### config.mk
export PLATFORM = sky130hd
export DESIGN_NAME = fir_reg_port
export DESIGN_NICKNAME = d
export VERILOG_FILES = /design/src/hdl/fir_pkg.sv /design/src/hdl/tlul_pkg.sv /design/src/hdl/fir_reg_port.sv
export SDC_FILE = /design/constraint.sdc
export NUM_CORES = 1
export LEC_CHECK = 0
export BUFFER_PORTS_ARGS = -buffer_cell sky130_fd_sc_hd__buf_2
export CORE_MARGIN = 3
export CORE_UTILIZATION = 53
export DETAILED_ROUTE_END_ITERATION = 16
export PLACE_DENSITY = 0.74
export SETUP_SLACK_MARGIN = 0.4
export SYNTH_ARGS = -nofsm -noshare
export SYNTH_HDL_FRONTEND = slang
export SYNTH_SLANG_ARGS = --single-unit
### constraint.sdc
create_clock -name clk_i -period 2.55 [get_ports clk_i]
set_input_delay 0 -clock clk_i [delete_from_list [all_inputs] [get_ports clk_i]]
set_output_delay 0 -clock clk_i [all_outputs]
set_load 0.02 [all_outputs]
### src/hdl/fir_pkg.sv
package fir_pkg;

  // filter geometry
  localparam int unsigned NUM_FIR       = 4;  // lanes, power of two only
  localparam int unsigned TAPS_PER_LANE = 4;
  localparam int unsigned NUM_TAPS      = NUM_FIR * TAPS_PER_LANE;

  // index widths
  localparam int unsigned TAP_IDX_W  = $clog2(NUM_TAPS);       // global tap index
  localparam int unsigned LANE_IDX_W = $clog2(NUM_FIR);        // upper part of tap index
  localparam int unsigned TAP_SEL_W  = $clog2(TAPS_PER_LANE);  // tap inside one lane

  // datapath widths
  localparam int unsigned SAMPLE_W   = 16;
  localparam int unsigned COEF_W     = 16;
  localparam int unsigned LANE_ACC_W = SAMPLE_W + COEF_W + TAP_SEL_W;   // 34
  localparam int unsigned RESULT_W   = LANE_ACC_W + LANE_IDX_W;         // 36
  localparam int unsigned OVR_W      = 16;

  // strobe to result, fixed
  localparam int unsigned LATENCY = TAPS_PER_LANE + 2;

  // register map, byte addresses
  localparam logic [7:0] COEF_SPAN    = 8'(NUM_TAPS * 4);  // 0x00..0x3c
  localparam logic [7:0] ADDR_OVERRUN = 8'h40;
  localparam logic [7:0] ADDR_RESULT  = 8'h44;

  typedef logic signed [SAMPLE_W-1:0]   sample_t;
  typedef logic signed [COEF_W-1:0]     coef_t;
  typedef logic signed [LANE_ACC_W-1:0] lane_acc_t;
  typedef logic signed [RESULT_W-1:0]   result_t;

  // one coefficient update, broadcast to every lane
  typedef struct packed {
    logic                 valid;
    logic [TAP_IDX_W-1:0] idx;
    coef_t                coef;
  } coef_wr_t;

  // taps of one lane, element 0 is the newest of the slice
  typedef sample_t [TAPS_PER_LANE-1:0] segment_t;

endpackage

### src/hdl/tlul_pkg.sv
package tlul_pkg;

  // reduced channel widths
  localparam int unsigned TL_AW  = 8;
  localparam int unsigned TL_DW  = 32;
  localparam int unsigned TL_OPW = 3;

  // a channel opcodes
  localparam logic [TL_OPW-1:0] OP_PUT_FULL = 3'h0;
  localparam logic [TL_OPW-1:0] OP_GET      = 3'h4;

  // d channel opcodes
  localparam logic [TL_OPW-1:0] OP_ACK      = 3'h0;
  localparam logic [TL_OPW-1:0] OP_ACK_DATA = 3'h1;

  // host to device, request channel plus response ready
  typedef struct packed {
    logic              a_valid;
    logic [TL_OPW-1:0] a_opcode;
    logic [TL_AW-1:0]  a_address;
    logic [TL_DW-1:0]  a_data;
    logic              d_ready;
  } tl_h2d_t;

  // device to host, response channel plus request ready
  typedef struct packed {
    logic              a_ready;
    logic              d_valid;
    logic [TL_OPW-1:0] d_opcode;
    logic [TL_DW-1:0]  d_data;
    logic              d_error;
  } tl_d2h_t;

endpackage

### src/hdl/fir_reg_port.sv
module fir_reg_port (
  input  logic                           clk_i,
  input  logic                           rst_n_i,
  input  tlul_pkg::tl_h2d_t              tl_i,
  output tlul_pkg::tl_d2h_t              tl_o,
  output fir_pkg::coef_wr_t              coef_wr_o,
  input  logic [fir_pkg::OVR_W-1:0]      overrun_i,
  input  fir_pkg::result_t               result_i,
  input  logic                           result_valid_i
);

  // request decode
  logic                             accept;
  logic                             is_get;
  logic                             is_put;
  logic                             hit_coef;
  logic                             hit_ovr;
  logic                             hit_res;
  logic [fir_pkg::TAP_IDX_W-1:0]    a_idx;
  logic [tlul_pkg::TL_DW-1:0]       rd_data;
  logic                             req_err;

  // state
  fir_pkg::coef_t [fir_pkg::NUM_TAPS-1:0] shadow_q;  // readback copy of all taps
  logic [tlul_pkg::TL_DW-1:0]       last_res_q;
  fir_pkg::coef_wr_t                coef_wr_q;
  logic                             d_valid_q;       // also the pending flag
  logic [tlul_pkg::TL_OPW-1:0]      d_opcode_q;
  logic [tlul_pkg::TL_DW-1:0]       d_data_q;
  logic                             d_error_q;

  assign accept   = tl_i.a_valid && !d_valid_q;  // one request in flight
  assign is_get   = tl_i.a_opcode == tlul_pkg::OP_GET;
  assign is_put   = tl_i.a_opcode == tlul_pkg::OP_PUT_FULL;
  assign a_idx    = tl_i.a_address[fir_pkg::TAP_IDX_W+1:2];  // word index
  assign hit_coef = (tl_i.a_address < fir_pkg::COEF_SPAN) && (tl_i.a_address[1:0] == 2'b00);
  assign hit_ovr  = tl_i.a_address == fir_pkg::ADDR_OVERRUN;
  assign hit_res  = tl_i.a_address == fir_pkg::ADDR_RESULT;

  always_comb begin
    rd_data = '0;
    req_err = 1'b0;
    if (hit_coef) begin
      rd_data = {{(tlul_pkg::TL_DW-fir_pkg::COEF_W){shadow_q[a_idx][fir_pkg::COEF_W-1]}},
                 shadow_q[a_idx]};  // sign extended
    end else if (hit_ovr) begin
      rd_data = {{(tlul_pkg::TL_DW-fir_pkg::OVR_W){1'b0}}, overrun_i};
    end else if (hit_res) begin
      rd_data = last_res_q;
    end else begin
      req_err = 1'b1;  // unmapped
    end
    if (is_put && !hit_coef) req_err = 1'b1;  // status regs are read only
    if (!is_put && !is_get) req_err = 1'b1;   // unsupported opcode
  end

  always_ff @(posedge clk_i or negedge rst_n_i) begin
    if (!rst_n_i) begin
      shadow_q   <= '0;
      last_res_q <= '0;
      coef_wr_q  <= '0;
      d_valid_q  <= 1'b0;
      d_opcode_q <= tlul_pkg::OP_ACK;
      d_data_q   <= '0;
      d_error_q  <= 1'b0;
    end else begin
      coef_wr_q.valid <= 1'b0;  // single cycle broadcast
      if (result_valid_i) last_res_q <= result_i[tlul_pkg::TL_DW-1:0];
      if (d_valid_q && tl_i.d_ready) d_valid_q <= 1'b0;  // response taken
      if (accept) begin
        d_valid_q  <= 1'b1;
        d_opcode_q <= (is_get && !req_err) ? tlul_pkg::OP_ACK_DATA : tlul_pkg::OP_ACK;
        d_data_q   <= (is_get && !req_err) ? rd_data : '0;
        d_error_q  <= req_err;
        if (is_put && !req_err) begin
          shadow_q[a_idx] <= tl_i.a_data[fir_pkg::COEF_W-1:0];
          coef_wr_q       <= '{valid: 1'b1, idx: a_idx,
                               coef: tl_i.a_data[fir_pkg::COEF_W-1:0]};
        end
      end
    end
  end

  assign coef_wr_o = coef_wr_q;
  assign tl_o = '{a_ready: !d_valid_q, d_valid: d_valid_q, d_opcode: d_opcode_q,
                  d_data: d_data_q, d_error: d_error_q};

  // an untaken response stays up and unchanged, no second request slips in
  a_rsp_hold: assert property (@(posedge clk_i) disable iff (!rst_n_i)
    d_valid_q && !tl_i.d_ready |=> d_valid_q && $stable({d_opcode_q, d_data_q, d_error_q}));

endmodule

Yosys cells after proc, flatten, opt, wreduce, memory -nomap -nowiden
Index checks and enable logic that the tools add are counted.
{ "op_classes": {"n_eq_ne": 3, "magnitude_cmp": 3, "mux": 19, "n_reduce_logical": 17} }
{ "ops": {"columns": ["op", "count"], "rows": [
  ["$bwmux 256", 1],
  ["$mux 32", 4],
  ["$bmux 16 s4", 1],
  ["$demux 16 s4", 1],
  ["$mux 21", 2],
  ["$mux 16", 2],
  ["$eq 8x7->1 const B", 2],
  ["$logic_and 1x1->1", 8],
  ["$lt 8x7->1 const B", 1],
  ["$mux 1", 8],
  ["$logic_not 1->1", 5],
  ["$lt 4x5->1 const B", 1],
  ["$ge 4x1->1 const B", 1],
  ["$eq 3x3->1 const B", 1],
  ["$logic_not 3->1", 1],
  ["$logic_not 2->1", 1],
  ["$reduce_and 2->1", 1],
  ["$reduce_bool 2->1", 1]
]} }
{ "totals": {"wordCells": 66, "register_bits": 346} }

Logic depth before layout (Yosys ltp)
Gate-level depths: netlist (run 1).
{ "depth": {"word_depth": 10, "ltp_mapped": 9, "depth_no_buf": 5} }

Least setup slack after synthesis (run 1)
OpenSTA, ideal clock, no wires.
{ "synth_timing": {"path_kind": "reg-to-reg", "startpoint": "register d_valid_q", "endpoint": "register shadow_q[197] in the netlist's numbering", "path_slack_ps": 148, "synth_period_minus_slack_ps": 2402, "t_arrival_ps": 2275, "path_stages_with_launch": 7, "setup_time_ps": 128, "t_required_ps": 2422, "cell_sequence": "dfrtp_1 -> nor4b_2 -> nor4b_4 -> nor3b_2 -> nand3_1 -> buf_2 -> mux2_1"} }
{ "synth_via": {"elab_chain_len": 3} }
{ "synth_rtl": {"columns": ["item", "line_no", "rtl"], "rows": [
  ["from (decl)", "fir_reg_port.sv:27", "logic d_valid_q;"],
  ["from (signal assigned)", "fir_reg_port.sv:62", "d_valid_q <= 1'b0;"],
  ["from (signal assigned)", "fir_reg_port.sv:69", "if (d_valid_q && tl_i.d_ready) d_valid_q <= 1'b0;"],
  ["from (signal assigned)", "fir_reg_port.sv:71", "d_valid_q <= 1'b1;"],
  ["$logic_not 1->1", "fir_reg_port.sv:32", "assign accept = tl_i.a_valid && !d_valid_q;"],
  ["$logic_and 1x1->1", "fir_reg_port.sv:32", null],
  ["$reduce_and 2->1 (no source line)", null, null],
  ["to (signal, indexed assignment)", "fir_reg_port.sv:76", "shadow_q[a_idx] <= tl_i.a_data[fir_pkg::COEF_W-1:0];"],
  ["to (decl)", "fir_reg_port.sv:24", "fir_pkg::coef_t [fir_pkg::NUM_TAPS-1:0] shadow_q;"]
]} }
No other way between the ends.
A chain may end at the register's enable or synchronous reset.

Worst setup path in the final report (run 1)
{ "layout_timing": {"startpoint": "register d_valid_q", "endpoint": "register shadow_q[237] in the netlist's numbering"} }
The elaborated chain is that of the path after synthesis.

==> metrics, run 1 <==
port bufs about 140; clock insertion delay at the later pin of the skew report 0.51 ns; setup tns final 0 ns; Vias around 9.3k; H-tree levels 2; CTS root buf clkbuf_16; Switching Share 21.9%; critical path required time slightly below 3 ns; gr usage total 22.7%; max_cap viols 0; Main synth FF type dfrtp_1; grt ovf 0; syn avg cell area around 15 um2; ys async rst share 100%; Worst-path clk slew around 0.06 ns; Layout Area Growth over Synthesis 23.7%; critical path class flip-flop to flip-flop; Die X approximately 180 um; number of global-route vias before repair 9947; Die Span Y approximately 180 um; CTS Buf Count 37; Finished Cell Area between 15000 and 20000 um2; CTS max path bufs 3; RSZ-0062 raised after global routing yes; Synth Instances between 1k and 1.5k; clock power share a little under half; crit path time final approximately 2.1 ns; LEAKAGE 9.58 nW; I/O pins 159; Slew @ Worst Pin ~0.76 ns; DR vias/cell between 5 and 6; Slew Limit Fails 0; final core utilization between 60% and 70%; Int Power 0.00923 W; outcome finished, final reports clean; Setup crit end kind flip-flop; Post-Route Skew approximately 0.011 ns; number of synthesized flops with an enable pin 0; final setup fails 0; post-DP HPWL ~21000 um; Post-Place Cell Area approximately 17000 um2; VDD IR-drop max between 0.0006 and 0.0007 V; initial antenna violation count 1; Post-Syn Area 15200 um2; final RePlAce weighted congestion just under 0.8; largest net degree at the start of global routing between 90 and 100; Comb power frac under 10%; Pwr Density approximately 630 nW/um2; WL final ~35000 um; initial DRC count 570; Placement Rows 61; Starting Density between 50% and 60%; sequential share of the synthesized area a little under three fifths; synth warn 0; type of origin of the critical path flip-flop; Fin. Hold Viols 0; Core Area 28000 um2; DRC errors left 0; Final nets roughly 1.3k; sequential power share a little under half; first-pass GRT wire length 55100 um; CP arrival between 2 and 3 ns; routed length per placed instance roughly 22 um; number of diodes 0; drt pass-1 iters 5; Max FO, Critical Path 14; remaining antenna violation count 0; Sw Pwr approximately 0.0026 W; CTS sink count 344; Period Utilization, post-route 84.2%; max_slew headroom about half; TritonCTS clock tree built; Die ar. between 30000 and 40000 um2; most frequent cells in the layout dfrtp_1, mux2_2, buf_2; most common cell after layout, fill and taps aside dfrtp_1; number of distinct library cells after synthesis 37; share of cells above drive strength 1 49.7%; fmax about 0.47 GHz; Hold WC Path Type input port to flip-flop; flops & latches, synth between 300 and 400
==> flip-flops by register name (all words and copies together) (netlist names) <==
name	flops
shadow_q	256
d_data_q	32
last_res_q	32
coef_wr_o	21
d_error_q	1
d_opcode_q	1
d_valid_q	1
==> cells in the mapped netlist (4+ instances only) <==
library cell	count	share of area [%]
mux2_1	40	3.0
nand3_1	7	0.23
nor2_1	19	0.47
buf_4	4	0.20
nor3_1	4	0.13
buf_1	6	0.15
a21oi_1	17	0.56
mux4_2	61	9.0
o22ai_1	15	0.62
mux2i_1	54	3.6
mux2_2	268	20
clkbuf_1	57	1.4
nand2_1	32	0.79
buf_2	16	0.53
a211o_1	15	0.86
o21ai_0	18	0.59
dfrtp_1	344	57
==> power groups by stage <==
| stage | clock [W] | combinational, W | sequential, W |
|---|---|---|---|
| 6_report | 0.00544 | 0.000767 | 0.00560 |
| 5_1_grt | 0.00577 | 0.000838 | 0.00561 |
| 4_1_cts | 0.00557 | 0.000770 | 0.00560 |
| 3_5_place_dp | 0 | 0.000690 | 0.00570 |
| 3_3_place_gp | 0 | 0.000678 | 0.00569 |
| 2_1_floorplan | 0 | 0.000339 | 0.00572 |
==> metrics by stage <==
stage	worst slack, ns	total power (W)	hold slack [ns]	cells
6_report	0.402	0.0118	0.0167	1614
5_1_grt	0.299	0.0122	0.0432	1614
4_1_cts	0.400	0.0119	0.00593	1606
3_5_place_dp	0.208	0.00639	-0.0245	1476
3_3_place_gp	0.232	0.00637	-0.0293	1476
2_1_floorplan	0.292	0.00606	-0.296	1005
==> worst paths after layout <==
kind                                  to          from  slack, ns  cells past startpoint
max                        shadow_q[237]     d_valid_q       0.40                      7
min                        shadow_q[144]       tl_i[1]       0.02                      2
max reg2reg                shadow_q[237]     d_valid_q       0.40                      7
min reg2reg                 d_data_q[23]  d_data_q[23]       0.47                      2
max in group asynchronous  shadow_q[187]       rst_n_i       1.64                      3
min in group asynchronous   d_data_q[26]       rst_n_i       0.03                      2
==> worst max-delay path: stages, from the launching register on <==
cell	delay [ns]
dfrtp_1	0.40
nor4b_4	0.24
nor4b_4	0.33
buf_4	0.21
and3b_2	0.27
nand3_4	0.11
buf_12	0.19
mux2_2	0.28
==> routing by layer <==
layer  wire length, um  part of all wire [%]  global-route usage, %  vias up
li1                  -                     -                      -     4120
met4               761                   2.2                   5.65        2
met2             17100                    49                   37.3      241
met1             15500                    44                   32.1     4893
met5                 8                 0.023                      0        -
met3              1790                   5.1                   3.55       60
==> repair_timing <==
item	in CTS	in global routing
hold endpoints to repair	514	0
setup buffers	6	4
endpoints found under the setup margin	145	234
gates cloned	0	4
resized for setup	10	44
hold buffers	65	0
==> kinds of logic after synthesis <==
| kind of cell | share of synthesized area (%) |
|---|---|
| multiplexers | 35.4 |
| flip-flops | 56.6 |
| buffers and inverters | 2.35 |
| AND/OR/NAND/NOR | 2.59 |
| AO/OA/AOI/OAI | 2.97 |
| other | 0.0247 |
==> final cells by class <==
type	count	area, um2
clock buffers	47	1030
fillers	1892	9220
repair buffers	255	2080
flip-flops and latches	344	8610
well taps	378	473
clock inverters	12	191
inverters	3	11.3
multi-input cells	575	6400
Note: power is estimated with default switching activity, not from simulation.
==> inputs of run 2 (changes only) <==
--- a/config.mk
+++ b/config.mk
@@ -7,9 +7,9 @@
 export LEC_CHECK = 0
 export BUFFER_PORTS_ARGS = -buffer_cell sky130_fd_sc_hd__buf_2
 export CORE_MARGIN = 3
-export CORE_UTILIZATION = 53
+export CORE_UTILIZATION = 59
 export DETAILED_ROUTE_END_ITERATION = 16
-export PLACE_DENSITY = 0.74
+export PLACE_DENSITY = 0.78
 export SETUP_SLACK_MARGIN = 0.4
 export SYNTH_ARGS = -nofsm -noshare
 export SYNTH_HDL_FRONTEND = slang
==> constraint.sdc (replaced) <==
create_clock -name clk_i -period 2.09 [get_ports clk_i]
set_input_delay 0 -clock clk_i [delete_from_list [all_inputs] [get_ports clk_i]]
set_output_delay 0 -clock clk_i [all_outputs]
set_load 0.02 [all_outputs]
==> metrics, run 2 (synthesis gave the netlist of run 1 again) <==
outcome finished, violations left; failing checks negative setup slack; number of diodes 0 (unchanged); crit path time final 2.30 ns (+0.152 ns); Fin. Hold Viols 0 (unchanged); initial DRC count 782 (+37%); Slew @ Worst Pin 1.28 ns (+0.515 ns); gr usage total 27.1% (+4.5 points); drt pass-1 iters 6 (+1); type of origin of the critical path flip-flop; Starting Density 60.2% (+5.9 points); final setup fails 257 (+257); CTS sink count 344 (unchanged); Top reg by flops shadow_q; DRC errors left 0 (unchanged); Final nets 1351 (+2.7%); Worst-path clk slew 0.06 ns (about the same); most frequent cells in the layout dfrtp_1, mux2_2, buf_2; Placement Rows 58 (-4.9%); max_cap viols 0 (unchanged); TritonCTS clock tree built; RSZ-0062 raised after global routing yes; Vias 9992 (+7.3%); CTS Buf Count 35 (-5.4%); Die X 166 um (-5.0%); max reg flops 256 (unchanged); Final Power 0.0145 W (+23%); max_slew headroom 14.7% (-35 points); Hold WC Path Type input port to flip-flop; Slew Limit Fails 0 (unchanged); largest net degree at the start of global routing 80 (-13%); Pwr Density 733 nW/um2 (+17%); Die ar. 27700 um2 (-9.8%); most common cell after layout, fill and taps aside dfrtp_1; routed length per placed instance 25.5 um (+17%); biggest registers after layout shadow_q (256), d_data_q (32), last_res_q (32); VDD IR-drop max 0.000717 V (+5.3%); number of global-route vias before repair 10.4k (+4.7%); Layout Area Growth over Synthesis 30.1%; final RePlAce weighted congestion 0.766 (-3.4%); CP arrival 2.71 ns (+0.17 ns); CTS root buf clkbuf_16; first-pass GRT wire length 59300 um (+7.6%); fmax 0.435 GHz (-6.6%); Die Span Y 166 um (-5.0%); Core Area 25300 um2 (-9.8%); port bufs 136 (unchanged); Period Utilization, post-route 110% (+26 points); share of cells above drive strength 1 54.1% (+4.4 points); DR vias/cell 6.23 (+7.9%); CTS max path bufs 3 (unchanged); dpl ws -0.110 ns (-0.318 ns); critical path required time 2.49 ns (-0.46 ns); LEAKAGE 10.0 nW (+4.8%); clock insertion delay at the later pin of the skew report 0.53 ns (+0.02 ns); Post-Place Cell Area 16800 um2 (+1.8%); Post-Route Skew 0.0185 ns (+0.00702 ns); Max FO, Critical Path 8 (-6); H-tree levels 2 (unchanged); WL final 40900 um (+16%); post-DP HPWL 21800 um (+2.3%); Setup crit end kind flip-flop; setup ws final -0.210 ns (-0.612 ns); remaining antenna violation count 0 (unchanged); grt ovf 0 (unchanged); critical path class flip-flop to flip-flop; I/O pins 159 (unchanged); initial antenna violation count 0 (-1); Finished Cell Area 19800 um2 (+5.2%)
## run 2: path summary, 6_finish.rpt
| kind | start | depth (start not counted) | slack (ns) | to |
|---|---|---|---|---|
| min in group asynchronous | rst_n_i | 2 | 0.07 | last_res_q[24] |
| worst max register to register | d_valid_q | 8 | -0.21 | shadow_q[114] |
| worst max-delay path | d_valid_q | 8 | -0.21 | shadow_q[114] |
| max in group asynchronous | rst_n_i | 3 | 1.18 | coef_wr_o[7] |
| worst min register to register | d_data_q[8] | 1 | 0.48 | d_data_q[8] |
| worst min-delay path | tl_i[2] | 2 | 0.02 | shadow_q[33] |
## run 2: power breakdown
| part | switching, W | internal (W) | total (W) | leakage (nW) |
|---|---|---|---|---|
| logic | 0.000594 | 0.000435 | 0.00103 | 4.72 |
| registers | 0.0000677 | 0.00678 | 0.00684 | 4.72 |
| clock network | 0.00256 | 0.00406 | 0.00662 | 0.591 |
## run 2: critical path, cell delays in order, from the launching register on
cell	delay (ns)
dfrtp_1	0.41
nor4b_4	0.24
nor4b_4	0.28
buf_4	0.21
buf_4	0.14
and3_4	0.26
nand2_4	0.09
clkbuf_16	0.25
mux2_2	0.28
## run 2: final cells by class
class / instances / area (um2)
flip-flops and latches: 344 / 8610
multi-input cells: 577 / 6870
repair buffers: 290 / 2660
clock buffers: 51 / 1040
well taps: 330 / 413
inverters: 3 / 11.3
fillers: 1357 / 5480
clock inverters: 9 / 173
## run 2: through the flow
| step | TNS [ns] | utilization, % | hold slack (ns) | std cells |
|---|---|---|---|---|
| 3_3_place_gp | -0.477 | 66.6 | 0.0306 | 1444 |
| 4_1_cts | -13.63 | 75.7 | 0.00865 | 1586 |
| 2_1_floorplan | -10.62 | - | -0.296 | 1005 |
| 5_1_grt | -48.99 | 78.3 | 0.0437 | 1604 |
| 6_report | -33.95 | 78.3 | 0.0163 | 1604 |
| 3_5_place_dp | -10.22 | 66.6 | 0.0356 | 1444 |
## run 2: timing repair
action / in CTS / in global routing
hold buffers: 65 / 0
resized for setup: 68 / 75
pin swaps: 16 / 18
gates cloned: 5 / 11
buffers inserted: 12 / 7
endpoints found under the hold margin: 356 / 0
endpoints found under the setup margin: 306 / 308
## run 2: routing by layer
metal  wire, um  global-route usage (%)  share of wire [%]
met1      16900                    38.4                 41
met2      20700                    44.3                 51
met3       2300                    4.60                5.6
met4       1000                    7.57                2.4
met5          0                       0                  0
==> inputs of run 3 (changes only) <==
--- a/config.mk
+++ b/config.mk
@@ -9,6 +9,7 @@
 export CORE_MARGIN = 3
 export CORE_UTILIZATION = 59
 export DETAILED_ROUTE_END_ITERATION = 16
+export GPL_TIMING_DRIVEN = 0
 export PLACE_DENSITY = 0.78
 export SETUP_SLACK_MARGIN = 0.4
 export SYNTH_ARGS = -nofsm -noshare
==> metrics, run 3 (synthesis gave the netlist of run 1 again) <==
drt pass-1 iters 7 (+1); Top reg by flops shadow_q; Layout Area Growth over Synthesis 33.0%; crit path time final 2.37 ns (+0.0719 ns); share of cells above drive strength 1 53.0% (-1.1 points); number of diodes 0 (unchanged); fmax 0.422 GHz (-3.0%); Fin. Hold Viols 0 (unchanged); gr usage total 27.8% (+0.71 points); final core utilization 80.0% (+1.7 points); Die X 166 um (unchanged); grt ovf 0 (unchanged); Slew @ Worst Pin 0.802 ns (-0.474 ns); post-DP HPWL 23200 um (+6.7%); Die ar. 27700 um2 (unchanged); WL final 41000 um (+0.38%); Hold WS 0.00979 ns (-0.00647 ns); most frequent cells in the layout dfrtp_1, mux2_2, buf_2; largest net degree at the start of global routing 123 (+54%); Setup crit end kind flip-flop; max_cap viols 0 (unchanged); I/O pins 159 (unchanged); final RePlAce weighted congestion 0.778 (+1.5%); TritonCTS clock tree built; FF-to-FF End shadow_q[206]; worst r2r src d_valid_q; initial DRC count 776 (-0.77%); CTS sink count 344 (unchanged); CTS Buf Count 36 (+2.9%); CTS max path bufs 3 (unchanged); Max FO, Critical Path 6 (-2); DRC errors left 0 (unchanged); Vias 10.1k (+1.1%); LEAKAGE 10.2 nW (+2.1%); Period Utilization, post-route 114% (+3.4 points); Hold WC Path Type input port to asynchronous set/reset pin; most common cell after layout, fill and taps aside dfrtp_1; worst-case reg-to-reg path depth 8 (unchanged); setup ws final -0.282 ns (-0.0719 ns); r2r setup slk -0.28 ns (-0.07 ns); Slew Limit Fails 0 (unchanged); RSZ-0062 raised after global routing yes; Worst-path clk slew 0.06 ns (about the same); VDD IR-drop max 0.000532 V (-26%); max_slew headroom 46.5% (+32 points); Critical path origin d_valid_q; Die Span Y 166 um (unchanged); Pwr Density 704 nW/um2 (-3.9%); Core Area 25300 um2 (unchanged); DR vias/cell 6.01 (-3.6%); failing checks negative setup slack; max reg flops 256 (unchanged); biggest registers after layout shadow_q (256), d_data_q (32), last_res_q (32); remaining antenna violation count 0 (unchanged); final setup fails 267 (+3.9%); number of global-route vias before repair 10.7k (+2.5%); type of origin of the critical path flip-flop; Starting Density 60.2% (unchanged); outcome finished, violations left; critical path required time 2.50 ns (about the same); Placement Rows 58 (unchanged); Finished Cell Area 20200 um2 (+2.2%); Final Power 0.0142 W (-1.8%); CTS root buf clkbuf_16; initial antenna violation count 0 (unchanged); port bufs 131 (-3.7%); first-pass GRT wire length 61000 um (+2.9%); H-tree levels 2 (unchanged); capture point of the critical path shadow_q[206]; Final nets 1426 (+5.6%); Post-Place Cell Area 16700 um2 (-0.77%); critical path class flip-flop to flip-flop; Post-Route Skew 0.0206 ns (+0.00213 ns); routed length per placed instance 24.4 um (-4.3%); clock insertion delay at the later pin of the skew report 0.52 ns (about the same); CP arrival 2.78 ns (+0.07 ns)
[run 3: cell types whose count changed in the layout (fill, tap and decap cells not counted), sizes merged]
cell,change
clkinvlp,-1
dlygate4sd3,+8
buf,+22
dlymetal6s4s,-1
bufinv,-3
inv,+2
nand2,-1
a311o,-1
clkinv,+6
clkbuf,+47
[run 3: critical path, cell delays in order, from the launching register on]
cell	delay, ns
dfrtp_2	0.43
nor4b_4	0.31
nor4b_4	0.26
buf_6	0.16
nor3b_4	0.25
buf_6	0.16
nand3_4	0.15
buf_12	0.23
mux2_4	0.30
[run 3: power breakdown]
group,total [W],leakage [nW],switching [W],internal [W]
Combinational,0.00105,4.94,0.000611,0.000443
Sequential,0.00685,4.72,0.0000695,0.00678
Clock,0.00634,0.581,0.00261,0.00372
Total,0.0142,10.2,0.00329,0.0109
[run 3: what timing repair did]
action                     4_1_cts  5_1_grt
gates resized for setup        118      109
gates cloned                     8        9
buffers inserted                26       33
pin swaps                       15        5
setup endpoints to repair      307      312
hold endpoints to repair       308        0
hold buffers                    73        0
[run 3: final cells by class]
| type | instances | area, um2 |
|---|---|---|
| fillers | 1270 | 5040 |
| multi-input cells | 575 | 6800 |
| clock buffers | 51 | 1040 |
| plain buffers | 83 | 772 |
| repair buffers | 283 | 2440 |
| well taps | 330 | 413 |
| inverters | 3 | 11.3 |
| flip-flops and latches | 344 | 8610 |
| clock inverters | 13 | 126 |
[run 3: metal layers]
metal | GRT usage (%) | vias to the layer above | part of all wire (%)
met5 | 0 | - | 0
met4 | 6.56 | 0 | 2.0
met3 | 4.11 | 73 | 5.4
met2 | 45.5 | 383 | 49
met1 | 40.4 | 5291 | 43
li1 | - | 4355 | -
[run 3: metrics by stage]
| stage | setup WS [ns] | cells | TNS [ns] |
|---|---|---|---|
| floorplan | -0.167 | 1005 | -10.62 |
| global placement | -5.57 | 1466 | -2052.08 |
| detailed placement | -0.850 | 1469 | -160.66 |
| CTS | -0.188 | 1640 | -22.73 |
| global route | -0.377 | 1682 | -60.27 |
| finish | -0.282 | 1682 | -40.27 |
[run 3: how the worst min path moves through the flow]
stage | endpoint | slack [ns]
2_1_floorplan | coef_wr_o[0] | -0.30
3_3_place_gp | d_valid_q | 0.19
3_5_place_dp | last_res_q[29] | -0.11
4_1_cts | last_res_q[24] | 0.01
5_1_grt | last_res_q[28] | 0.03
6_report | last_res_q[28] | 0.01
