## config.mk

```make
export PLATFORM = sky130hd
export DESIGN_NAME = fir_lane
export DESIGN_NICKNAME = d
export VERILOG_FILES = /design/src/hdl/fir_pkg.sv /design/src/hdl/fir_lane.sv
export SDC_FILE = /design/constraint.sdc
export NUM_CORES = 1
export LEC_CHECK = 0
export ABC_CLOCK_PERIOD_IN_PS = 10600
export CORE_MARGIN = 2
export CORE_UTILIZATION = 35
export DETAILED_ROUTE_END_ITERATION = 8
export DONT_BUFFER_PORTS = 1
export GPL_TIMING_DRIVEN = 0
export PLACE_DENSITY = 0.5
export RECOVER_POWER = 100
export SYNTH_ARGS = -nofsm -noshare
export SYNTH_HDL_FRONTEND = slang
export SYNTH_SLANG_ARGS = --single-unit
```

## constraint.sdc

```tcl
create_clock -name clk_i -period 10.6 [get_ports clk_i]
set_input_delay 2.12 -clock clk_i [delete_from_list [all_inputs] [get_ports clk_i]]
set_output_delay 2.12 -clock clk_i [all_outputs]
set_load 0.01 [all_outputs]
```

## src/hdl/fir_pkg.sv

```systemverilog
package fir_pkg;

  // filter geometry
  localparam int unsigned NUM_FIR       = 4;  // lanes, power of two only
  localparam int unsigned TAPS_PER_LANE = 4;
  localparam int unsigned NUM_TAPS      = NUM_FIR * TAPS_PER_LANE;

  // index widths
  localparam int unsigned TAP_IDX_W  = $clog2(NUM_TAPS);       // global tap index
  localparam int unsigned LANE_IDX_W = $clog2(NUM_FIR);        // upper part of tap index
  localparam int unsigned TAP_SEL_W  = $clog2(TAPS_PER_LANE);  // tap inside one lane

  // datapath widths
  localparam int unsigned SAMPLE_W   = 16;
  localparam int unsigned COEF_W     = 16;
  localparam int unsigned LANE_ACC_W = SAMPLE_W + COEF_W + TAP_SEL_W;   // 34
  localparam int unsigned RESULT_W   = LANE_ACC_W + LANE_IDX_W;         // 36
  localparam int unsigned OVR_W      = 16;

  // strobe to result, fixed
  localparam int unsigned LATENCY = TAPS_PER_LANE + 2;

  // register map, byte addresses
  localparam logic [7:0] COEF_SPAN    = 8'(NUM_TAPS * 4);  // 0x00..0x3c
  localparam logic [7:0] ADDR_OVERRUN = 8'h40;
  localparam logic [7:0] ADDR_RESULT  = 8'h44;

  typedef logic signed [SAMPLE_W-1:0]   sample_t;
  typedef logic signed [COEF_W-1:0]     coef_t;
  typedef logic signed [LANE_ACC_W-1:0] lane_acc_t;
  typedef logic signed [RESULT_W-1:0]   result_t;

  // one coefficient update, broadcast to every lane
  typedef struct packed {
    logic                 valid;
    logic [TAP_IDX_W-1:0] idx;
    coef_t                coef;
  } coef_wr_t;

  // taps of one lane, element 0 is the newest of the slice
  typedef sample_t [TAPS_PER_LANE-1:0] segment_t;

endpackage

```

## src/hdl/fir_lane.sv

```systemverilog
module fir_lane #(
  parameter int unsigned LANE = 0  // slice number, below NUM_FIR
) (
  input  logic                clk_i,
  input  logic                rst_n_i,
  input  fir_pkg::coef_wr_t   coef_wr_i,
  input  fir_pkg::segment_t   segment_i,
  input  logic                start_i,
  output fir_pkg::lane_acc_t  acc_o,
  output logic                done_o
);

  if (LANE >= fir_pkg::NUM_FIR) begin : g_bad_lane
    $error("fir_lane: LANE out of range");
  end

  fir_pkg::coef_t [fir_pkg::TAPS_PER_LANE-1:0] coef_q;  // own taps only
  fir_pkg::segment_t                seg_q;     // frozen copy for the whole run
  logic [fir_pkg::TAP_SEL_W-1:0]    cnt_q;
  logic                             running_q;
  fir_pkg::lane_acc_t               acc_q;
  logic                             done_q;
  logic                             lane_hit;
  fir_pkg::sample_t                 tap_sample;
  fir_pkg::coef_t                   tap_coef;
  logic signed [fir_pkg::SAMPLE_W+fir_pkg::COEF_W-1:0] prod;

  // upper index bits select the lane
  assign lane_hit = coef_wr_i.valid &&
    (coef_wr_i.idx[fir_pkg::TAP_IDX_W-1 -: fir_pkg::LANE_IDX_W] == fir_pkg::LANE_IDX_W'(LANE));

  always_ff @(posedge clk_i or negedge rst_n_i) begin
    if (!rst_n_i) begin
      coef_q <= '0;
    end else if (lane_hit) begin
      coef_q[coef_wr_i.idx[fir_pkg::TAP_SEL_W-1:0]] <= coef_wr_i.coef;
    end
  end

  always_ff @(posedge clk_i) begin
    if (start_i) seg_q <= segment_i;
  end

  // tap 0 straight from the line at start, later taps from the copy
  always_comb begin
    if (start_i) begin
      tap_sample = segment_i[0];
    end else begin
      tap_sample = seg_q[cnt_q];
    end
    tap_coef = coef_q[cnt_q];  // counter rests at 0 between runs
    prod     = $signed(tap_sample) * $signed(tap_coef);
  end

  always_ff @(posedge clk_i or negedge rst_n_i) begin
    if (!rst_n_i) begin
      running_q <= 1'b0;
      cnt_q     <= '0;
      acc_q     <= '0;
      done_q    <= 1'b0;
    end else begin
      done_q <= 1'b0;
      if (start_i) begin
        acc_q     <= fir_pkg::lane_acc_t'(prod);  // first mac, restarts sum
        cnt_q     <= fir_pkg::TAP_SEL_W'(1);
        running_q <= 1'b1;
      end else if (running_q) begin
        acc_q <= acc_q + fir_pkg::lane_acc_t'(prod);
        cnt_q <= cnt_q + 1'b1;  // wraps to 0 after last tap
        if (cnt_q == fir_pkg::TAP_SEL_W'(fir_pkg::TAPS_PER_LANE-1)) begin
          running_q <= 1'b0;
          done_q    <= 1'b1;
        end
      end
    end
  end

  assign acc_o  = acc_q;
  assign done_o = done_q;

endmodule

```

# Yosys cells after proc, flatten, opt, wreduce, memory -nomap -nowiden
# Index checks and enable logic that the tools add are counted.
[op_classes] n_mul=1 n_addsub=2 n_eq_ne=1 n_lt_le_gt_ge=3 muxes=18 reduce_logical=4
[op_table] operator="$mux 34" count=2
[op_table] operator="$bmux 16 s2" count=2
[op_table] operator="$bwmux 64" count=1
[op_table] operator="$mux 16" count=4
[op_table] operator="$add 34x32->34" count=1
[op_table] operator="$demux 16 s2" count=1
[op_table] operator="$mul 16x16->32" count=1
[op_table] operator="$lt 2x3->1 const B" count=2
[op_table] operator="$mux 1" count=6
[op_table] operator="$mux 2" count=2
[op_table] operator="$add 2x1->2 const B" count=1
[op_table] operator="$eq 2x2->1 const B" count=1
[op_table] operator="$ge 2x1->1 const B" count=1
[op_table] operator="$logic_and 1x1->1" count=2
[op_table] operator="$logic_not 2->1" count=1
[op_table] operator="$reduce_bool 2->1" count=1
[word_totals] output_inout_bits=35 reg_bits=166

# Longest topological paths before layout
# Gate-level depths: netlist (run 1).
[logic_depth] word_depth=7 depth_mapped=40 ltp_nobuf=36

# Least setup slack after synthesis (run 1)
# OpenSTA, ideal clock, no wires.
[synth_path] path_kind="input -> register" start="in start_i" end="reg acc_q[33] (netlist: acc_o[33])" required_ps=10469 slack_ps=392 setup_time_ps=131 arrival_time_ps=10077 path_stages=38 cell_sequence="clkbuf_1 clkinv_1 clkbuf_1 clkbuf_1 nand2_1 and2_1 clkbuf_1 nor2_1 fa_1 inv_1 fa_1 fa_1 fa_1 inv_1 fa_1 inv_1 fa_1 inv_1 (+2 left out) a31oi_1 o21ai_0 a21oi_1 nor4_1 o41ai_1 nand2b_1 a21o_1 xor2_1 ha_1 and3_1 nor2_1 a31oi_1 o2111ai_1 a21oi_1 nor2_1 o311a_1 a2111oi_2 nand2_1"
[synth_between] elab_chain_len=5 elab_cells_between_ends=6 classes_between="1 x add/sub; 1 x mul; 3 x mux; 1 x reduce/logical"
[synth_lines] item="start, declared" line_no="fir_lane.sv:8" source="input logic start_i,"
[synth_lines] item="$mux 16" line_no="fir_lane.sv:46" source="if (start_i) begin"
[synth_lines] item="$mul 16x16->32" line_no="fir_lane.sv:52" source="prod = $signed(tap_sample) * $signed(tap_coef);"
[synth_lines] item="$add 34x32->34" line_no="fir_lane.sv:68" source="acc_q <= acc_q + fir_pkg::lane_acc_t'(prod);"
[synth_lines] item="$mux 34" line_no="fir_lane.sv:67" source="end else if (running_q) begin"
[synth_lines] item="$mux 34" line_no="fir_lane.sv:63" source="if (start_i) begin"
[synth_lines] item="end signal, assigned" line_no="fir_lane.sv:64" source="acc_q <= fir_pkg::lane_acc_t'(prod);"
[synth_lines] item="end signal, assigned" line_no="fir_lane.sv:68"
[synth_lines] item="end, declared" line_no="fir_lane.sv:21" source="fir_pkg::lane_acc_t acc_q;"
# Several ways; a longest one is shown, not always the timed one. The select of a mux whose other input is x is not followed.
# A chain may end at the register's enable or synchronous reset.

# Worst setup path in the final report (run 1)
# Same ends and word-level chain as after synthesis.

==> results of run 1 <==
layout by cell type, fill, tap and decap left out, types with 11 or more instances in the layout:
cell         n
edfxtp_1    64
nor2_1     117
xor2_1      11
mux2i_1     27
nand2_1    213
nor2b_1     32
mux4_2      25
o21bai_1    13
xnor2_1     50
inv_1      308
ha_1       116
clkbuf_1    28
clkbuf_16   17
dfrtp_1    102
a21oi_1     66
o21ai_0     44
a21o_1      30
mux2_2      71
fa_1       262
and2_1      18
nand3_1     14
nand2b_1    20
buf_4       11
cells by family (layout without fill, tap and decap cells):
kind of cell               after synthesis  after routing  synth area share (%)
DFF                                    166            166                  24.5
buffers and inverters                  373            399                  7.66
other                                    0              1                     0
AOI/OAI and AO/OA                      223            223                  7.93
and+or+nand+nor                        464            464                  11.2
xor gates and xnor gates                62             62                  2.97
adders and majority gates              380            380                  36.8
muxes                                  124            124                  8.98
how the worst max path moves through the flow:
stage,endpoint,slack (ns),cells past startpoint
finish,acc_o[33],0.40,36
global route,acc_o[33],-0.02,36
CTS,acc_o[33],0.06,35
detailed placement,acc_o[33],-1.59,38
global placement,acc_o[33],-1.45,38
floorplan,acc_o[33],0.39,38
layer usage:
metal | vias up | wire length (um) | GRT usage, %
li1 | 5803 | - | -
met1 | 6597 | 22400 | 26.0
met2 | 303 | 25400 | 33.9
met3 | 42 | 2650 | 4.04
met4 | 0 | 889 | 4.36
met5 | - | 0 | 0
critical path, delay by kind of cell:
family	cells	cell delay, ns
xor gates and xnor gates	1	0.14
adders and majority gates	8	3.73
AOI/OAI and AO/OA	11	2.42
and+or+nand+nor	8	1.03
buffers and inverters	8	1.07
metrics by stage:
stage | utilization, % | cells | setup WS [ns]
finish | 38.7 | 2499 | 0.397
global route | 38.7 | 2498 | -0.0179
CTS | 38.4 | 2501 | 0.0558
detailed placement | 37.2 | 2472 | -1.59
global placement | 37.2 | 2472 | -1.45
floorplan | - | 1792 | 0.392
flip-flops by register name, summed over array words and instances, names as in the netlist:
register / flops
done_o: 1
coef_q: 64
acc_o: 34
seg_q: 64
cnt_q: 2
running_q: 1
what timing repair did:
item,4_1_cts,5_1_grt
setup endpoints to repair,17,12
gates resized for setup,28,54
pin swaps,0,4
setup buffers,0,7
hold endpoints to repair,0,0
final cells by class:
| class | count | area (sq um) | share of cell area (%) |
|---|---|---|---|
| diodes | 1 | 2.50 | 0.0126 |
| plain buffers | 50 | 243 | 1.22 |
| inverters | 310 | 1170 | 5.87 |
| repair buffers | 7 | 52.6 | 0.264 |
| well taps | 680 | 851 | 4.27 |
| clock inverters | 15 | 156 | 0.785 |
| clock buffers | 17 | 425 | 2.13 |
| multi-input cells | 1253 | 12600 | 63.0 |
| flip-flops and latches | 166 | 4470 | 22.4 |
==> results.md, run 1 <==
Timing
* 0 ns — final setup TNS
* 98.0 MHz — Fmax achieved
* 12.4% — slew margin rel.
* 0 — Final Hold Viols
* 0 — Final setup violation count
* 96.3% — final period utilization
* 0 — max-slew violations
* 10.20 ns — minimum clock period after layout
* 1.30 ns — pin slew with the least headroom to its limit
* 0.0169 ns — worst clock skew
* 0.503 ns — WHS

Cells and area
* 5,187 — filler cell count in the final layout
* 8.95% — relative area change from synthesis to final layout
* 2,273 — NumNets Final
* 10.8% — fraction of final layout cells with drive strength greater than 1
* 19,900 sq um — final instance area

Logic synthesis
* 2,260 — nets in the synthesized netlist
* 64 — EDFF count, synth
* 67 — number of distinct library cells after synthesis
* 61.4% — proportion of synthesized flip-flops having asynchronous set or reset
* inv_1 — dominant cell by count in the synthesized netlist
* fa_1 — library cell with the largest summed area after synthesis
* 10.2 sq um — mean instance size in the synthesized netlist
* 28.8% — share of Yosys cell area claimed by the top area cell type
* 166 — flip-flop and latch count after synthesis
* 18,300 sq um — Cell Area, Synth
* 24.5% — part of the Yosys area used for sequential elements
* fa_1 (29%), dfrtp_1 (14%), edfxtp_1 (11%) — top area cells in the synthesized netlist
* 0 — synthesis warning total
* inv_1 (309), fa_1 (263), nand2_1 (222) — commonest cells in the netlist
* dfrtp_1 — most common flop cell mapped by yosys
* 1,792 — gate count of the mapped netlist

Global routing
* 13,400 — vias in the first global route
* 103 — largest net degree at the start of global routing
* 79,500 um — wire length of the first global-routing pass
* 19.9% — global routing usage summed across all routing layers
* 1 — initial antenna violation count
* 0 — Congestion Overflow GR

Drt
* 695 — number of violations reported at the end of detailed-routing iteration 0
* 5 — detailed-routing iteration count for the pre-antenna-repair pass
* 12,700 — via count
* 5.10 — number of vias per cell
* 0 — DRC violations left
* 51,400 um — routed wire length
* 0 — Final ANT Viol Nets
* 20.6 um — wire length per cell

Clock tree
* clkbuf_16 — root buffer selected by CTS
* 0 — number of buffers inserted for hold repair after clock tree synthesis
* 0.47 ns — source-to-sink clock delay at the later pin of the worst-skew pair
* 17 — cts bufs inserted
* 2 — Clock Tree Buf Depth
* 4 — H-tree levels
* 0.07 ns — clock-pin slew of the registers on the worst-case setup and hold paths
* yes — clock tree from TritonCTS
* 166 — Sinks on Clock Net

Placement
* 19,100 sq um — placed cell area
* 0 — PortBufs
* 0.882 — routability cong.
* 41,800 um — post-detail-place hpwl

Min path
* coef_q[34] — end point of the worst hold path
* coef_q[34] — startpoint of the worst hold path
* 1 — Hold Path Stages
* reg2reg — Worst Hold Class

Worst setup path
* in2reg — type of the worst setup path
* flop — Critical Path End Type
* acc_o[33] — R2R Path End
* start_i — CP startpoint
* input port — Setup crit start kind
* 0.56 ns — largest stage delay on the critical path
* fa_1 — Max stage delay cell, worst path
* cnt_q[1] — start of the worst register-to-register path
* 0.67 ns — slack of the worst reg-to-reg path
* fa_1 — most frequent CP cell
* 35 — number of cells on the worst reg-to-reg path
* 65 — largest driver fanout on the critical path
* 10.55 ns — data arrival at the endpoint of the critical path
* 10.94 ns — CP Data Required Time

Die
* 233 um — x dimension of the die
* 54,100 sq um — Die Outline Area
* 123 — top-level port count
* 233 um — die extent in y
* 51,500 sq um — core outline area
* 83 — site row count
* 35.5% — starting utilization of the core area

Outcome
* finished clean — outcome

Job
* 0 — number of maximum-capacitance violations

Power of run 1 is left out: the tool's default activity adds up to more than one toggle a clock period on the data nets, which glitch-free logic cannot reach.
==> run 2, diff against run 1 <==
- ABC_CLOCK_PERIOD_IN_PS: 10600 -> 10300
- BUFFER_PORTS_ARGS: not set -> -buffer_cell sky130_fd_sc_hd__buf_2
- CAP_MARGIN: not set -> 20
- DONT_BUFFER_PORTS: 1 -> not set
- PLACE_DENSITY: 0.5 -> 0.52
- clock period: 10.6 -> 10.3 ns (I/O delays scaled with it)
==> run 2 against run 1 <==
Compared with the run above: the flow now finishes with violations (max-capacitance violations, max-slew violations); sequential share of layout area shrank 0.66 points; non-clock buffer count rose by 126; via count up 3.4%; design area rose by 3.0%; clock skew grew 0.00085 ns; count of clock-buffer cells in the layout is 6 higher; final cell count up 5.0%; register-to-register slack lost 0.10 ns; utilization rose by 1.2 points; flip-flop and latch count stayed put; first-iteration DRC count fell by 6.6%.
==> results.md, run 2 (same netlist as run 1, synthesis figures left out) <==
Outcome
* complete, but fails checks — outcome
* max-capacitance violations, max-slew violations — violations in the final reports

Cells and area
* 12.3% — relative area change from synthesis to final layout
* inv_1 — commonest non-fill, non-tap cell in the layout
* 0 — diode count, -1
* 2,399 — NumNets Final, +5.5%
* inv_1 (307), fa_1 (262), nand2_1 (212) — most used cells in the layout excluding fill and tap cells
* 13.8% — fraction of final layout cells with drive strength greater than 1, +3.0 points

Die
* 233 um — die extent in y, unchanged
* 51,500 sq um — core outline area, unchanged
* 123 — top-level port count, unchanged
* 35.5% — starting utilization of the core area, unchanged
* 83 — site row count, unchanged
* 233 um — x dimension of the die, unchanged
* 54,100 sq um — Die Outline Area, unchanged

Global routing
* 13,900 — vias in the first global route, +3.7%
* 0 — Congestion Overflow GR, unchanged
* 0 — initial antenna violation count, -1
* 79,800 um — wire length of the first global-routing pass, +0.31%
* 68 — largest net degree at the start of global routing, -34%
* 19.7% — global routing usage summed across all routing layers, -0.15 points

Worst setup path
* input port — Setup crit start kind
* 10.64 ns — CP Data Required Time, -0.30 ns
* 26 — largest driver fanout on the critical path, -60%
* flop — Critical Path End Type
* in2reg — type of the worst setup path
* start_i — CP startpoint
* fa_1 — most frequent CP cell
* 0.54 ns — largest stage delay on the critical path, -0.02 ns
* cnt_q[1] — start of the worst register-to-register path
* fa_1 — Max stage delay cell, worst path
* 10.25 ns — data arrival at the endpoint of the critical path, -0.30 ns

Timing
* 105 — max-slew violations, +105
* 0.391 ns — Setup WS post-layout, -0.00561 ns
* 0 — Final setup violation count, unchanged
* 3.60 ns — pin slew with the least headroom to its limit, +2.30 ns
* -140% — slew margin rel., -150 points
* 101 MHz — Fmax achieved
* 96.2% — final period utilization
* 0.0178 ns — worst clock skew, +0.000849 ns
* 0 — Final Hold Viols, unchanged
* 9.91 ns — minimum clock period after layout

Min path
* coef_q[46] — startpoint of the worst hold path
* reg2reg — Worst Hold Class

Placement
* -2.64 ns — pre-CTS setup slack, -1.05 ns
* 41,700 um — post-detail-place hpwl, -0.28%
* 0.883 — routability cong., +0.12%
* 122 — PortBufs, +122

Clock tree
* 166 — Sinks on Clock Net, unchanged
* yes — clock tree from TritonCTS
* 0.06 ns — clock-pin slew of the registers on the worst-case setup and hold paths, about the same
* 17 — cts bufs inserted, unchanged
* 4 — H-tree levels, unchanged
* 0.47 ns — source-to-sink clock delay at the later pin of the worst-skew pair, about the same
* 0 — number of buffers inserted for hold repair after clock tree synthesis, unchanged
* clkbuf_16 — root buffer selected by CTS
* 2 — Clock Tree Buf Depth, unchanged

Drt
* 13,200 — via count, +3.4%
* 51,100 um — routed wire length, -0.60%
* 5 — detailed-routing iteration count for the pre-antenna-repair pass, unchanged
* 19.5 um — wire length per cell, -5.3%
* 649 — number of violations reported at the end of detailed-routing iteration 0, -6.6%
* 0 — Final ANT Viol Nets, unchanged
* 0 — DRC violations left, unchanged
* 5.02 — number of vias per cell, -1.6%

Job
* 2 — number of maximum-capacitance violations, +2

==> run 2: cell count changes in the layout (fill, tap and decap cells not counted), moves of 3 or more <==
| cell | previous run | this run |
|---|---|---|
| and2_0 | 0 | 3 |
| buf_2 | 0 | 69 |
| and2_1 | 18 | 11 |
| clkbuf_2 | 8 | 5 |
| buf_4 | 11 | 8 |
| clkbuf_1 | 28 | 90 |
| inv_8 | 6 | 0 |
| and2_2 | 5 | 9 |
| clkbuf_8 | 0 | 3 |
==> run 2: path summary, 6_finish.rpt <==
path,endpoint,depth (start not counted),slack [ns]
max,acc_o[33],38,0.39
min,coef_q[46],1,0.50
max reg2reg,acc_o[33],35,0.57
min reg2reg,coef_q[46],1,0.50
max in group asynchronous,coef_q[49],2,3.67
min in group asynchronous,acc_o[31],1,2.27
==> run 2: repair_timing <==
| item | CTS | global route |
|---|---|---|
| pin swaps | 3 | 10 |
| cloned | 1 | 1 |
| setup endpoints to repair | 22 | 12 |
| buffers inserted | 3 | 4 |
| gates resized for setup | 48 | 45 |
==> run 2: critical path, delay by kind of cell <==
family,cells,cell delay (ns)
xor+xnor,1,0.15
buf+inv,9,1.13
compound gates,10,2.11
simple gates,10,1.10
fa+ha+maj,8,3.67
==> run 2: through the flow <==
stage	cells	setup TNS, ns	hold WS [ns]	cell area [sq um]	utilization, %
floorplan	1792	0	0.474	18300	-
global placement	2594	-44.82	0.483	19800	38.4
detailed placement	2599	-41.02	0.491	19800	38.5
CTS	2624	0	0.507	20600	39.9
global route	2624	-0.0153	0.513	20500	39.9
finish	2624	0	0.501	20500	39.9
==> run 2: per-layer routing <==
metal,GRT usage (%),wire length [um]
met1,26.3,22300
met2,33.4,25200
met3,3.30,2600
met4,4.88,919
met5,0,0
==> run 2: final cells by class <==
| class | instances | area (sq um) |
|---|---|---|
| Timing Repair Buffer | 135 | 652 |
| Buffer | 48 | 250 |
| Clock inverter | 9 | 90.1 |
| Inverter | 310 | 1170 |
| Multi-Input combinational cell | 1253 | 12600 |
| Sequential cell | 166 | 4470 |
| Clock buffer | 23 | 483 |
| Fill cell | 5172 | 31000 |
| Tap cell | 680 | 851 |
Power of run 2 is left out for the same reason.
==> run 3, diff against run 2 <==
- ABC_AREA: not set -> 1
==> run 3 against run 2 <==
Compared with the run above: the flow still finishes with violations (max-capacitance violations, max-slew violations); critical path depth decreased by 5; wire length increased by 22%; register-to-register slack improved by 0.66 ns; clock skew decreased by 0.0016 ns; final cell count increased by 26%; synthesized cell count increased by 33%; synthesized area increased by 6.5%; non-clock buffer count increased by 9; setup slack got worse by 0.026 ns; critical path type unchanged.
==> results.md, run 3 <==
Placement
* 0.913 — routability cong., +3.4%
* 122 — PortBufs, unchanged
* 21,100 sq um — placed cell area, +6.3%
* 51,300 um — post-detail-place hpwl, +23%

Global routing
* 98,900 um — wire length of the first global-routing pass, +24%
* 17,200 — vias in the first global route, +24%
* 23.0% — global routing usage summed across all routing layers, +3.2 points
* 37.0% — global routing met2 resource utilization, +3.7 points
* met2 — global-route layer with the greatest usage
* 0 — Congestion Overflow GR, unchanged
* 3 — initial antenna violation count, +3
* 31.4% — met1 usage, +5.1 points
* 58 — largest net degree at the start of global routing, -15%
* 3.44% — global routing met3 resource utilization, +0.15 points

Worst setup path
* in2reg — type of the worst setup path
* 10.30 ns — data arrival at the endpoint of the critical path, +0.05 ns
* 10.66 ns — CP Data Required Time, +0.02 ns
* 1.23 ns — slack of the worst reg-to-reg path, +0.66 ns
* 34 — largest driver fanout on the critical path, +31%
* flop — Critical Path End Type
* acc_o[33] — R2R Path End
* 37 — number of cells on the worst reg-to-reg path, +5.7%
* 0.59 ns — largest stage delay on the critical path, +0.05 ns
* input port — Setup crit start kind
* cnt_q[1] — start of the worst register-to-register path
* fa_1 — most frequent CP cell
* o21ai_2 — Max stage delay cell, worst path

Logic synthesis
* 61.4% — proportion of synthesized flip-flops having asynchronous set or reset, unchanged
* 64 — EDFF count, synth, unchanged
* nand2_1 — dominant cell by count in the synthesized netlist
* 23.0% — part of the Yosys area used for sequential elements, -1.5 points
* 2,856 — nets in the synthesized netlist, +26%
* 0 — synthesis warning total, unchanged
* fa_1 (27%), dfrtp_1 (13%), nand2_1 (10%) — top area cells in the synthesized netlist
* 19,500 sq um — Cell Area, Synth, +6.5%
* 27.0% — share of Yosys cell area claimed by the top area cell type, -1.8 points
* dfrtp_1 — most common flop cell mapped by yosys
* 166 — flip-flop and latch count after synthesis, unchanged
* 8.16 sq um — mean instance size in the synthesized netlist, -20%
* fa_1 — library cell with the largest summed area after synthesis
* nand2_1 (523), inv_1 (452), nor2_1 (274) — commonest cells in the netlist
* 2,388 — gate count of the mapped netlist, +33%
* 53 — number of distinct library cells after synthesis, -21%

Timing
* -103% — slew margin rel., +37 points
* 101 MHz — Fmax achieved, -0.26%
* 139 — max-slew violations, +32%
* 96.5% — final period utilization, +0.25 points
* 3.05 ns — pin slew with the least headroom to its limit, -0.551 ns
* 0 — Final Hold Viols, unchanged
* 9.93 ns — minimum clock period after layout, +0.0257 ns
* 0.0162 ns — worst clock skew, -0.00162 ns
* 0 — Final setup violation count, unchanged

Die
* 240 um — x dimension of the die, +3.1%
* 123 — top-level port count, unchanged
* 55,100 sq um — core outline area, +7.0%
* 57,600 sq um — Die Outline Area, +6.4%
* 86 — site row count, +3.6%
* 35.4% — starting utilization of the core area, -0.15 points
* 240 um — die extent in y, +3.1%

Drt
* 0 — Final ANT Viol Nets, unchanged
* 18.9 um — wire length per cell, -3.0%
* 4.98 — number of vias per cell, -0.84%
* 0 — DRC violations left, unchanged
* 62,300 um — routed wire length, +22%
* 16,400 — via count, +25%
* 6 — detailed-routing iteration count for the pre-antenna-repair pass, +1
* 1,276 — number of violations reported at the end of detailed-routing iteration 0, +97%

Min path
* reg2reg — Worst Hold Class
* 2 — Hold Path Stages, +1
* coef_q[63] — end point of the worst hold path
* coef_q[63] — startpoint of the worst hold path

Clock tree
* clkbuf_16 — root buffer selected by CTS
* 2 — Clock Tree Buf Depth, unchanged
* 0.07 ns — clock-pin slew of the registers on the worst-case setup and hold paths, about the same
* 4 — H-tree levels, unchanged
* 166 — Sinks on Clock Net, unchanged
* yes — clock tree from TritonCTS
* 0 — number of buffers inserted for hold repair after clock tree synthesis, unchanged
* 0.49 ns — source-to-sink clock delay at the later pin of the worst-skew pair, +0.02 ns
* 17 — cts bufs inserted, unchanged

Cells and area
* 5,776 — filler cell count in the final layout, +12%
* nand2_1 (523), inv_1 (451), nor2_1 (274) — most used cells in the layout excluding fill and tap cells
* 11.5% — relative area change from synthesis to final layout
* nand2_1 — commonest non-fill, non-tap cell in the layout
* 3,005 — NumNets Final, +25%
* 21,700 sq um — final instance area, +5.8%
* 9.61% — fraction of final layout cells with drive strength greater than 1, -4.2 points
* 13,000 sq um — area of the multi-input gates, +3.2%
* 4470 sq um — sequential standard cell area, unchanged

Job
* 3 — number of maximum-capacitance violations, +1

Outcome
* complete, but fails checks — outcome
* max-capacitance violations, max-slew violations — violations in the final reports

[run 3: changes by cell type after synthesis, sizes merged, moves of 23 or more]
cell / previous run / this run
nand3: 14 / 76
nand2: 222 / 529
mux2: 71 / 0
mux2i: 28 / 0
nor2: 118 / 278
xnor2: 50 / 11
o21ai: 53 / 155
buf: 10 / 45
mux4: 25 / 0
inv: 309 / 480
nor2b: 32 / 0
a21o: 30 / 7
clkbuf: 53 / 17
[run 3: layout make-up]
| class | count | area share, % |
|---|---|---|
| antenna | 3 | 0.0346 |
| multi-input combinational | 1679 | 59.7 |
| clock buffer | 17 | 1.96 |
| sequential | 166 | 20.6 |
| clock inverter | 15 | 0.853 |
| inverter | 481 | 8.37 |
| buffer | 62 | 1.37 |
| tap | 748 | 4.31 |
| timing repair buffer | 130 | 2.79 |
[run 3: logic make-up after synthesis]
family / count (synthesis) / share of synthesized area [%]
adder cells (fa/ha/maj): 380 / 34.5
XOR/XNOR: 29 / 1.38
AND/OR/NAND/NOR: 956 / 20.2
AO/OA/AOI/OAI: 314 / 10.2
flip-flops: 166 / 23.0
buffers and inverters: 543 / 10.8
[run 3: what timing repair did]
action	CTS	global route
endpoints found under the setup margin	12	12
buffers inserted	2	4
pin swaps	1	2
cloned	0	0
gates resized for setup	7	15
[run 3: how the worst max path moves through the flow]
stage | start | end | slack [ns]
finish | start_i | acc_o[30] | 0.37
detailed placement | start_i | acc_o[33] | -1.52
global placement | start_i | acc_o[33] | -2.11
floorplan | start_i | acc_o[33] | 1.44
global route | start_i | acc_o[30] | -0.001
CTS | start_i | acc_o[33] | 0.14
[run 3: stage by stage]
stage | setup WS (ns) | setup TNS [ns] | hold WS, ns | instances | utilization, %
after floorplan | 1.44 | 0 | 0.445 | 2388 | -
after global placement | -2.11 | -29.69 | 0.462 | 3258 | 38.2
after detailed placement | -1.52 | -15.59 | 0.465 | 3260 | 38.3
after CTS | 0.145 | 0 | 0.481 | 3294 | 39.4
after global routing | -0.00139 | -0.00139 | 0.503 | 3301 | 39.4
final | 0.365 | 0 | 0.478 | 3301 | 39.4
[run 3: per-layer routing]
layer  wire length [um]  vias to the layer above
li1                   -                     7712
met1              28100                     8152
met2              28800                      480
met3               3650                       89
met4               1860                        0
met5                  0                        -
[run 3: worst max-delay path: cells and delay by family]
family | cells | cell delay (ns)
AO/OA/AOI/OAI | 4 | 1.33
adder cells (fa/ha/maj) | 8 | 3.69
buffers and inverters | 9 | 1.26
AND/OR/NAND/NOR | 12 | 1.93
Power of run 3 is left out for the same reason.
